## src/hw/sd_pkg.sv

```systemverilog
`default_nettype none

package sd_pkg;

  // Command indexes as sent in the frame
  typedef enum logic [5:0] {
    CMD_GO_IDLE       = 6'd0,
    CMD_SEND_IF_COND  = 6'd8,
    CMD_READ_SINGLE   = 6'd17,
    ACMD_SEND_OP_COND = 6'd41,
    CMD_APP           = 6'd55
  } sd_cmd_t;

  typedef enum logic [1:0] {
    RESP_R1,    // Single R1 byte
    RESP_R7,    // R1 plus 4 payload bytes
    RESP_DATA   // Token, block, 2 CRC bytes
  } resp_kind_t;

  typedef enum logic [3:0] {
    ST_POWER_UP,
    ST_CMD0,
    ST_CMD8,
    ST_CMD55,
    ST_ACMD41,
    ST_IDLE,
    ST_CMD17,
    ST_DATA,
    ST_DONE,
    ST_WAIT_CMD
  } ctrl_state_t;

  localparam int BLOCK_BYTES        = 512;
  localparam int SLOW_HALF          = 8;   // 62 for 400 kHz from 50 MHz on hardware
  localparam int FAST_HALF          = 2;
  localparam int POWER_UP_CLOCKS    = 80;
  localparam int RESP_TIMEOUT_BYTES = 16;

  localparam logic [31:0] IF_COND_ARG = 32'h0000_01AA;  // Voltage 2.7-3.6 V, pattern AA
  localparam logic [31:0] OP_COND_ARG = 32'h4000_0000;  // HCS set
  localparam logic [7:0]  TOKEN_START = 8'hFE;

endpackage

`default_nettype wire
```

## src/hw/sd_reader_top.sv

```systemverilog
`timescale 1ns/10ps
`default_nettype none

module sd_reader_top (
  input  logic        clock,
  input  logic        reset,
  input  logic        rd_req,
  input  logic [31:0] rd_addr,
  output logic        rd_ack,
  output logic        rd_error,
  output logic        init_done,
  output logic [7:0]  data_byte,
  output logic        data_strobe,
  input  logic        miso,
  output logic        cs,
  output logic        sck,
  output logic        mosi
);

  logic               fast;
  logic               sck_rise;
  logic               sck_fall;
  logic               cmd_req;
  logic               cmd_ack;
  sd_pkg::sd_cmd_t    cmd_index;
  logic [31:0]        cmd_arg;
  logic               resp_req;
  logic               resp_ack;
  sd_pkg::resp_kind_t resp_kind;
  logic [7:0]         resp_r1;
  logic [31:0]        resp_tail;
  logic               resp_timeout;

  sd_spi_clock u_clock (
    .clock    (clock),
    .reset    (reset),
    .fast     (fast),
    .sck      (sck),
    .sck_rise (sck_rise),
    .sck_fall (sck_fall)
  );

  sd_cmd_sender u_sender (
    .clock     (clock),
    .reset     (reset),
    .sck_fall  (sck_fall),
    .cmd_req   (cmd_req),
    .cmd_index (cmd_index),
    .cmd_arg   (cmd_arg),
    .cmd_ack   (cmd_ack),
    .mosi      (mosi)
  );

  sd_resp_receiver u_receiver (
    .clock        (clock),
    .reset        (reset),
    .sck_rise     (sck_rise),
    .resp_req     (resp_req),
    .resp_kind    (resp_kind),
    .miso         (miso),
    .resp_ack     (resp_ack),
    .resp_r1      (resp_r1),
    .resp_tail    (resp_tail),
    .resp_timeout (resp_timeout),
    .data_byte    (data_byte),
    .data_strobe  (data_strobe)
  );

  sd_controller u_ctrl (
    .clock        (clock),
    .reset        (reset),
    .rd_req       (rd_req),
    .rd_addr      (rd_addr),
    .rd_ack       (rd_ack),
    .rd_error     (rd_error),
    .init_done    (init_done),
    .cs           (cs),
    .fast         (fast),
    .sck_rise     (sck_rise),
    .cmd_req      (cmd_req),
    .cmd_index    (cmd_index),
    .cmd_arg      (cmd_arg),
    .cmd_ack      (cmd_ack),
    .resp_req     (resp_req),
    .resp_kind    (resp_kind),
    .resp_ack     (resp_ack),
    .resp_r1      (resp_r1),
    .resp_tail    (resp_tail),
    .resp_timeout (resp_timeout)
  );

endmodule

`default_nettype wire

```

## src/hw/sd_controller.sv

```systemverilog
`timescale 1ns/10ps
`default_nettype none

module sd_controller (
  input  logic               clock,
  input  logic               reset,
  input  logic               rd_req,
  input  logic [31:0]        rd_addr,
  output logic               rd_ack,
  output logic               rd_error,
  output logic               init_done,
  output logic               cs,
  output logic               fast,
  input  logic               sck_rise,
  output logic               cmd_req,
  output sd_pkg::sd_cmd_t    cmd_index,
  output logic [31:0]        cmd_arg,
  input  logic               cmd_ack,
  output logic               resp_req,
  output sd_pkg::resp_kind_t resp_kind,
  input  logic               resp_ack,
  input  logic [7:0]         resp_r1,
  input  logic [31:0]        resp_tail,
  input  logic               resp_timeout
);

  sd_pkg::ctrl_state_t state;
  sd_pkg::ctrl_state_t ret_state;
  logic [1:0]  phase;      // Step inside the exchange
  logic        have_resp;  // Back from an exchange, result latched
  logic [6:0]  pu_cnt;
  logic [7:0]  r1_q;
  logic [31:0] tail_q;
  logic        tmo_q;

  // Start a command exchange and come back to the current state
  task automatic issue(input sd_pkg::sd_cmd_t idx, input logic [31:0] arg,
                       input sd_pkg::resp_kind_t kind);
    cmd_index <= idx;
    cmd_arg   <= arg;
    resp_kind <= kind;
    cmd_req   <= 1'b1;
    cs        <= 1'b0;
    phase     <= 2'd0;
    ret_state <= state;
    state     <= sd_pkg::ST_WAIT_CMD;
  endtask

  always_ff @(posedge clock or posedge reset) begin
    if (reset) begin
      state     <= sd_pkg::ST_POWER_UP;
      ret_state <= sd_pkg::ST_POWER_UP;
      phase     <= 2'd0;
      have_resp <= 1'b0;
      pu_cnt    <= 7'd0;
      r1_q      <= 8'hFF;
      tail_q    <= 32'd0;
      tmo_q     <= 1'b0;
      rd_ack    <= 1'b0;
      rd_error  <= 1'b0;
      init_done <= 1'b0;
      cs        <= 1'b1;
      fast      <= 1'b0;
      cmd_req   <= 1'b0;
      cmd_index <= sd_pkg::CMD_GO_IDLE;
      cmd_arg   <= 32'd0;
      resp_req  <= 1'b0;
      resp_kind <= sd_pkg::RESP_R1;
    end else begin
      case (state)
        sd_pkg::ST_POWER_UP: begin
          cs <= 1'b1;  // Clocks with card deselected
          if (sck_rise) pu_cnt <= pu_cnt + 7'd1;
          if (pu_cnt == 7'(sd_pkg::POWER_UP_CLOCKS)) begin
            pu_cnt <= 7'd0;
            state  <= sd_pkg::ST_CMD0;
          end
        end
        sd_pkg::ST_CMD0: begin
          if (!have_resp) begin
            issue(sd_pkg::CMD_GO_IDLE, 32'd0, sd_pkg::RESP_R1);
          end else begin
            have_resp <= 1'b0;
            if (tmo_q) state <= sd_pkg::ST_POWER_UP;
            else if (r1_q == 8'h01) state <= sd_pkg::ST_CMD8;
          end
        end
        sd_pkg::ST_CMD8: begin
          if (!have_resp) begin
            issue(sd_pkg::CMD_SEND_IF_COND, sd_pkg::IF_COND_ARG, sd_pkg::RESP_R7);
          end else begin
            have_resp <= 1'b0;
            if (tmo_q) state <= sd_pkg::ST_POWER_UP;
            else if (tail_q[7:0] != sd_pkg::IF_COND_ARG[7:0]) state <= sd_pkg::ST_CMD8;
            else if (tail_q[11:8] != 4'h1) state <= sd_pkg::ST_POWER_UP;  // Voltage refused
            else state <= sd_pkg::ST_CMD55;
          end
        end
        sd_pkg::ST_CMD55: begin
          if (!have_resp) begin
            issue(sd_pkg::CMD_APP, 32'd0, sd_pkg::RESP_R1);
          end else begin
            have_resp <= 1'b0;
            if (tmo_q) state <= sd_pkg::ST_POWER_UP;
            else if (r1_q[7:1] == 7'd0) state <= sd_pkg::ST_ACMD41;
          end
        end
        sd_pkg::ST_ACMD41: begin
          if (!have_resp) begin
            issue(sd_pkg::ACMD_SEND_OP_COND, sd_pkg::OP_COND_ARG, sd_pkg::RESP_R1);
          end else begin
            have_resp <= 1'b0;
            if (tmo_q) begin
              state <= sd_pkg::ST_POWER_UP;
            end else if (r1_q == 8'h00) begin
              fast      <= 1'b1;  // Card left idle
              init_done <= 1'b1;
              state     <= sd_pkg::ST_IDLE;
            end else begin
              state <= sd_pkg::ST_CMD55;
            end
          end
        end
        sd_pkg::ST_IDLE: begin
          if (rd_req && !rd_ack && init_done) begin
            rd_error <= 1'b0;
            state    <= sd_pkg::ST_CMD17;
          end
        end
        sd_pkg::ST_CMD17: begin
          if (!have_resp) begin
            issue(sd_pkg::CMD_READ_SINGLE, rd_addr, sd_pkg::RESP_R1);
          end else begin
            have_resp <= 1'b0;
            if (tmo_q || r1_q != 8'h00) begin
              rd_error <= 1'b1;
              cs       <= 1'b1;
              state    <= sd_pkg::ST_DONE;
            end else begin
              // Card still selected, go straight to the block
              resp_kind <= sd_pkg::RESP_DATA;
              resp_req  <= 1'b1;
              phase     <= 2'd2;
              ret_state <= sd_pkg::ST_DATA;
              state     <= sd_pkg::ST_WAIT_CMD;
            end
          end
        end
        sd_pkg::ST_DATA: begin
          have_resp <= 1'b0;
          rd_error  <= tmo_q || (r1_q != sd_pkg::TOKEN_START);
          state     <= sd_pkg::ST_DONE;
        end
        sd_pkg::ST_DONE: begin
          rd_ack <= 1'b1;
          if (rd_ack && !rd_req) begin
            rd_ack <= 1'b0;
            state  <= sd_pkg::ST_IDLE;
          end
        end
        sd_pkg::ST_WAIT_CMD: begin
          case (phase)
            2'd0: if (cmd_ack) begin
              cmd_req <= 1'b0;
              phase   <= 2'd1;
            end
            2'd1: if (!cmd_ack) begin
              resp_req <= 1'b1;
              phase    <= 2'd2;
            end
            2'd2: if (resp_ack) begin
              r1_q     <= resp_r1;
              tail_q   <= resp_tail;
              tmo_q    <= resp_timeout;
              resp_req <= 1'b0;
              cs       <= (ret_state != sd_pkg::ST_CMD17);  // CMD17 keeps cs low for the block
              phase    <= 2'd3;
            end
            default: if (!resp_ack) begin
              have_resp <= 1'b1;
              state     <= ret_state;
            end
          endcase
        end
        default: state <= sd_pkg::ST_POWER_UP;
      endcase
    end
  end

endmodule

`default_nettype wire

```

## src/hw/sd_resp_receiver.sv

```systemverilog
`timescale 1ns/10ps
`default_nettype none

module sd_resp_receiver (
  input  logic               clock,
  input  logic               reset,
  input  logic               sck_rise,
  input  logic               resp_req,
  input  sd_pkg::resp_kind_t resp_kind,
  input  logic               miso,
  output logic               resp_ack,
  output logic [7:0]         resp_r1,
  output logic [31:0]        resp_tail,
  output logic               resp_timeout,
  output logic [7:0]         data_byte,
  output logic               data_strobe
);

  typedef enum logic [2:0] {
    R_IDLE,
    R_HUNT,
    R_R1,
    R_TAIL,
    R_TOKEN,
    R_DATA,
    R_CRC,
    R_DONE
  } recv_state_t;

  recv_state_t state;
  logic [7:0]  sh;
  logic [2:0]  bit_cnt;
  logic [9:0]  byte_cnt;
  logic [4:0]  tmo_cnt;
  logic [7:0]  next_byte;
  logic        byte_done;
  logic        tmo_hit;

  assign next_byte = {sh[6:0], miso};
  assign byte_done = sck_rise && (bit_cnt == 3'd7);
  assign tmo_hit   = (tmo_cnt == 5'(sd_pkg::RESP_TIMEOUT_BYTES - 1));

  always_ff @(posedge clock) begin
    if (sck_rise) sh <= next_byte;
  end

  always_ff @(posedge clock or posedge reset) begin
    if (reset) begin
      state        <= R_IDLE;
      bit_cnt      <= 3'd0;
      byte_cnt     <= 10'd0;
      tmo_cnt      <= 5'd0;
      resp_ack     <= 1'b0;
      resp_r1      <= 8'hFF;
      resp_tail    <= 32'd0;
      resp_timeout <= 1'b0;
      data_byte    <= 8'd0;
      data_strobe  <= 1'b0;
    end else begin
      data_strobe <= 1'b0;
      if (sck_rise) bit_cnt <= bit_cnt + 3'd1;  // Free running, keeps byte alignment
      case (state)
        R_IDLE: begin
          if (resp_req) begin
            resp_timeout <= 1'b0;
            tmo_cnt      <= 5'd0;
            byte_cnt     <= 10'd0;
            state        <= (resp_kind == sd_pkg::RESP_DATA) ? R_TOKEN : R_HUNT;
          end
        end
        R_HUNT: begin
          if (sck_rise && !miso) begin
            bit_cnt <= 3'd1;  // Start bit is bit 0 of R1
            state   <= R_R1;
          end else if (byte_done) begin
            tmo_cnt <= tmo_cnt + 5'd1;
            if (tmo_hit) begin
              resp_timeout <= 1'b1;
              resp_r1      <= 8'hFF;
              resp_ack     <= 1'b1;
              state        <= R_DONE;
            end
          end
        end
        R_R1: begin
          if (byte_done) begin
            resp_r1 <= next_byte;
            if (resp_kind == sd_pkg::RESP_R7) begin
              state <= R_TAIL;
            end else begin
              resp_ack <= 1'b1;
              state    <= R_DONE;
            end
          end
        end
        R_TAIL: begin
          if (byte_done) begin
            resp_tail <= {resp_tail[23:0], next_byte};
            byte_cnt  <= byte_cnt + 10'd1;
            if (byte_cnt == 10'd3) begin
              resp_ack <= 1'b1;
              state    <= R_DONE;
            end
          end
        end
        R_TOKEN: begin
          if (byte_done) begin
            if (next_byte == sd_pkg::TOKEN_START) begin
              resp_r1 <= next_byte;
              state   <= R_DATA;
            end else if (next_byte != 8'hFF) begin
              resp_r1  <= next_byte;  // Data error token
              resp_ack <= 1'b1;
              state    <= R_DONE;
            end else begin
              tmo_cnt <= tmo_cnt + 5'd1;
              if (tmo_hit) begin
                resp_timeout <= 1'b1;
                resp_ack     <= 1'b1;
                state        <= R_DONE;
              end
            end
          end
        end
        R_DATA: begin
          if (byte_done) begin
            data_byte   <= next_byte;
            data_strobe <= 1'b1;
            byte_cnt    <= byte_cnt + 10'd1;
            if (byte_cnt == 10'(sd_pkg::BLOCK_BYTES - 1)) begin
              byte_cnt <= 10'd0;
              state    <= R_CRC;
            end
          end
        end
        R_CRC: begin
          if (byte_done) begin
            byte_cnt <= byte_cnt + 10'd1;  // CRC16 dropped
            if (byte_cnt == 10'd1) begin
              resp_ack <= 1'b1;
              state    <= R_DONE;
            end
          end
        end
        R_DONE: begin
          if (!resp_req) begin
            resp_ack <= 1'b0;
            state    <= R_IDLE;
          end
        end
        default: state <= R_IDLE;
      endcase
    end
  end

endmodule

`default_nettype wire

```

## src/hw/sd_cmd_sender.sv

```systemverilog
`timescale 1ns/10ps
`default_nettype none

module sd_cmd_sender (
  input  logic              clock,
  input  logic              reset,
  input  logic              sck_fall,
  input  logic              cmd_req,
  input  sd_pkg::sd_cmd_t   cmd_index,
  input  logic [31:0]       cmd_arg,
  output logic              cmd_ack,
  output logic              mosi
);

  typedef enum logic [1:0] {
    S_IDLE,
    S_SHIFT,
    S_ACK
  } send_state_t;

  send_state_t state;
  logic [47:0] shreg;    // Idle byte then start, index, argument
  logic [6:0]  crc;
  logic [5:0]  bit_cnt;
  logic        crc_fb;

  assign crc_fb = shreg[47] ^ crc[6];

  always_ff @(posedge clock or posedge reset) begin
    if (reset) begin
      state   <= S_IDLE;
      shreg   <= '1;
      crc     <= 7'd0;
      bit_cnt <= 6'd0;
      cmd_ack <= 1'b0;
      mosi    <= 1'b1;
    end else begin
      case (state)
        S_IDLE: begin
          if (cmd_req) begin
            shreg   <= {8'hFF, 2'b01, cmd_index, cmd_arg};
            crc     <= 7'd0;
            bit_cnt <= 6'd0;
            state   <= S_SHIFT;
          end
        end
        S_SHIFT: begin
          if (sck_fall) begin
            bit_cnt <= bit_cnt + 6'd1;
            if (bit_cnt < 6'd48) begin
              mosi  <= shreg[47];
              shreg <= {shreg[46:0], 1'b1};
              if (bit_cnt >= 6'd8) begin
                crc <= {crc[5:0], 1'b0} ^ (crc_fb ? 7'h09 : 7'h00);  // x^7 + x^3 + 1
              end
            end else if (bit_cnt < 6'd55) begin
              mosi <= crc[6];
              crc  <= {crc[5:0], 1'b0};
            end else if (bit_cnt == 6'd55) begin
              mosi <= 1'b1;  // End bit
            end else begin
              // End bit has now been on the line a full period
              mosi    <= 1'b1;
              cmd_ack <= 1'b1;
              state   <= S_ACK;
            end
          end
        end
        S_ACK: begin
          if (!cmd_req) begin
            cmd_ack <= 1'b0;
            state   <= S_IDLE;
          end
        end
        default: state <= S_IDLE;
      endcase
    end
  end

endmodule

`default_nettype wire

```

## src/hw/sd_spi_clock.sv

```systemverilog
`timescale 1ns/10ps
`default_nettype none

module sd_spi_clock (
  input  logic clock,
  input  logic reset,
  input  logic fast,
  output logic sck,
  output logic sck_rise,
  output logic sck_fall
);

  logic [7:0] half_cnt;

  always_ff @(posedge clock or posedge reset) begin
    if (reset) begin
      half_cnt <= 8'(sd_pkg::SLOW_HALF - 1);
      sck      <= 1'b0;  // Mode 0 idles low
      sck_rise <= 1'b0;
      sck_fall <= 1'b0;
    end else begin
      sck_rise <= 1'b0;
      sck_fall <= 1'b0;
      if (half_cnt == 8'd0) begin
        // Rate is picked up only here
        half_cnt <= fast ? 8'(sd_pkg::FAST_HALF - 1) : 8'(sd_pkg::SLOW_HALF - 1);
        sck      <= ~sck;
        sck_rise <= ~sck;  // Pulse lines up with the new sck level
        sck_fall <= sck;
      end else begin
        half_cnt <= half_cnt - 8'd1;
      end
    end
  end

endmodule

`default_nettype wire

```

## config.mk

```make
export PLATFORM = sky130hd
export DESIGN_NAME = sd_reader_top
export DESIGN_NICKNAME = d
export VERILOG_FILES = /design/src/hw/sd_pkg.sv /design/src/hw/sd_reader_top.sv /design/src/hw/sd_controller.sv /design/src/hw/sd_resp_receiver.sv /design/src/hw/sd_cmd_sender.sv /design/src/hw/sd_spi_clock.sv
export SDC_FILE = /design/constraint.sdc
export NUM_CORES = 1
export LEC_CHECK = 0
export BUFFER_PORTS_ARGS = -buffer_cell sky130_fd_sc_hd__buf_2
export CELL_PAD_IN_SITES_DETAIL_PLACEMENT = 1
export CELL_PAD_IN_SITES_GLOBAL_PLACEMENT = 2
export CORE_ASPECT_RATIO = 0.7
export CORE_UTILIZATION = 43
export CTS_CLUSTER_DIAMETER = 40
export DETAILED_ROUTE_END_ITERATION = 8
export PLACE_DENSITY_LB_ADDON = 0.05
export SLEW_MARGIN = 10
export SYNTH_ARGS = -nofsm -noshare
export SYNTH_HDL_FRONTEND = slang
export SYNTH_HIERARCHICAL = 1
export SYNTH_SLANG_ARGS = --single-unit
```

## constraint.sdc

```tcl
create_clock -name clock -period 4.2 [get_ports clock]
set_input_delay 1.26 -clock clock [delete_from_list [all_inputs] [get_ports clock]]
set_output_delay 1.26 -clock clock [all_outputs]
set_load 0.1 [all_outputs]
```

==> metrics.txt <==
Worst EP required=4.64 ns; max-slew violation count=0; Syn Nets=1000; CP Capture Type=flip-flop; Residual DRC=0; CTS tree=done; drt total wl=27200 um; Worst EP arrival=3.51 ns; setup violators final=0; Mapped Cells=948; Layout area overhead=14.6%; end of the critical path=u_receiver/byte_cnt[5]; Syn Std Cell Area=10900 um2; GRT Overall Usage=21.9%; Filler Cells Inserted=2622; worst vdd ir=0.000310 V; CP Launch Point=u_receiver/state[0]; worst skew pair latency=0.56 ns; initial DRC count=319; Worst-path clk slew=0.06 ns; buffer depth of the longest clock path=3; Routed Antenna Nets=0; initial antenna violation count=0; CP top delay family=compound AO/OA/AOI/OAI gates; crit path max-delay cell type=dfrtp_1; Tmin final=3.07 ns; area occupied by multi-input gates=4920 um2; ratio of cells with drive above 1 in the final layout=32.4%; clock sink count=219; sequential cell area=5600 um2; Antenna Cells=0; Power Density=389 nW/um2; reg-to-reg startpoint=u_receiver/state[0]; hpwl dp=19000 um; Leakage=5.73 nW; TritonRoute pass-1 iters=4; number of cells on the critical path=6; total gr overflow=0; CP max stage delay=0.81 ns; port bufs=50; wire length per cell=20.1 um; worst reg-to-reg setup slack=1.13 ns; Post-Layout Cell Count=1350; final worst-path cycle share=73.0%; Worst Tran Pin Value=1.05 ns; via/cell ratio=5.62; largest net degree at the start of global routing=56; mean cell area of the mapped netlist=11.5 um2; Post-CTS Hold Buffers=0; synthesis warning total=6; CTS resizes=0; # rows=48; Initial Util=44.1%; setup bufs post-CTS=0; Max-Cap Viols=0; worst path bufs/invs=1; Hold/Removal Path Class=reg2reg; vias post-DR=7583; crit path launch type=flip-flop; # H-tree levels=1; CTS Buf Count=30; worst-path fanout max=24; Crit Reg-Reg Endpoint=u_receiver/byte_cnt[5]; clk root buf=clkbuf_16; Max Fclk=326 MHz; critical path class=reg2reg; Core ar.=24800 um2; Final Skew=0.0190 ns; first-pass GRT wire length=45100 um; RSZ-0062 raised after global routing=false; # placed instances=1294; CP cell instances=clkinv_1 -> fa_1 -> o41ai_1 -> a21oi_1 -> o21ai_0 -> a22o_2; setup tns final=0 ns; # nets final=1053; Die Height=135 um; worst r2r path cells=6; I/O pins=51; max_slew headroom=29.8%; die footprint=26100 um2; Final Power=4.88 mW; status=finished, final reports clean; Chip Width=193 um; routability cong.=0.869; Fin. Hold Viols=0; number of global-route vias before repair=8305
[per-stage QoR]
| step | hold slack, ns | setup slack, ns | util [%] | instance area, um2 |
|---|---|---|---|---|
| floorplan | 0.439 | 0.790 | - | 10900 |
| global placement | 0.451 | 1.26 | 46.2 | 11500 |
| detailed placement | 0.464 | 1.17 | 46.2 | 11500 |
| CTS | 0.473 | 1.16 | 50.6 | 12500 |
| global route | 0.493 | 0.870 | 50.6 | 12500 |
| finish | 0.468 | 1.13 | 50.6 | 12500 |
[registers in the layout, indices dropped and copies added (netlist names), 5 cells and up]
register              cells
u_clock/half_cnt          8
u_receiver/data_byte      8
u_receiver/resp_tail     12
u_ctrl/pu_cnt             7
u_sender/shreg           48
u_ctrl/cmd_arg           32
u_ctrl/tail_q            12
u_ctrl/r1_q               8
u_receiver/tmo_cnt        5
u_sender/bit_cnt          6
u_receiver/resp_r1        8
u_receiver/sh             7
u_ctrl/cmd_index          5
u_receiver/byte_cnt      10
u_sender/crc              7
[layout make-up]
cell class                 count  area share [%]
tap                          325            3.24
timing repair buffer          69            3.13
clock buffer                  32            6.05
multi-input combinational    644            39.3
clock inverter                24            2.52
sequential                   219            44.7
inverter                      37            1.12
[worst min path at each step]
| stage | start | endpoint | slack (ns) | cells after the start |
|---|---|---|---|---|
| 2_1_floorplan | u_ctrl/fast | u_clock/half_cnt[2] | 0.44 | 1 |
| 3_3_place_gp | u_clock/half_cnt[0] | u_clock/half_cnt[0] | 0.45 | 1 |
| 3_5_place_dp | u_sender/mosi | u_sender/mosi | 0.46 | 2 |
| 4_1_cts | u_sender/mosi | u_sender/mosi | 0.47 | 2 |
| 5_1_grt | u_receiver/resp_r1[0] | u_receiver/resp_r1[0] | 0.49 | 2 |
| 6_report | u_sender/mosi | u_sender/mosi | 0.47 | 2 |
[where the power goes]
group          internal (mW)  total (mW)  switching [mW]
Sequential              2.12        2.12        0.000249
Clock                   1.65        2.69            1.04
Combinational         0.0165      0.0688          0.0522
Total                   3.79        4.88            1.09
[routing by layer]
metal,vias up,routed length [um],global-route usage (%)
met3,30,968,4.04
met5,-,0,0
li1,3563,-,-
met1,3886,13800,32.9
met2,104,12000,33.0
met4,0,349,4.07
[worst reg2reg max path, stage by stage (launching register included)]
cell      delay [ns]
dfrtp_1         0.81
clkinv_1        0.46
fa_1            0.63
o41ai_1         0.10
a21oi_1         0.48
o21ai_0         0.19
a22o_2          0.29
[layout by cell type (no fill, tap or decap), types with 22 or more instances in the layout]
master / n
dfstp_2: 69
mux2_2: 105
o21ai_0: 47
mux2_1: 28
nor2_1: 48
nand2_1: 73
clkbuf_16: 30
buf_2: 50
dfrtp_1: 143
inv_1: 33
a21oi_1: 31
nand2b_1: 25
a22o_1: 33
mux2i_1: 22
No activity file was read; power rests on OpenSTA's default activity.
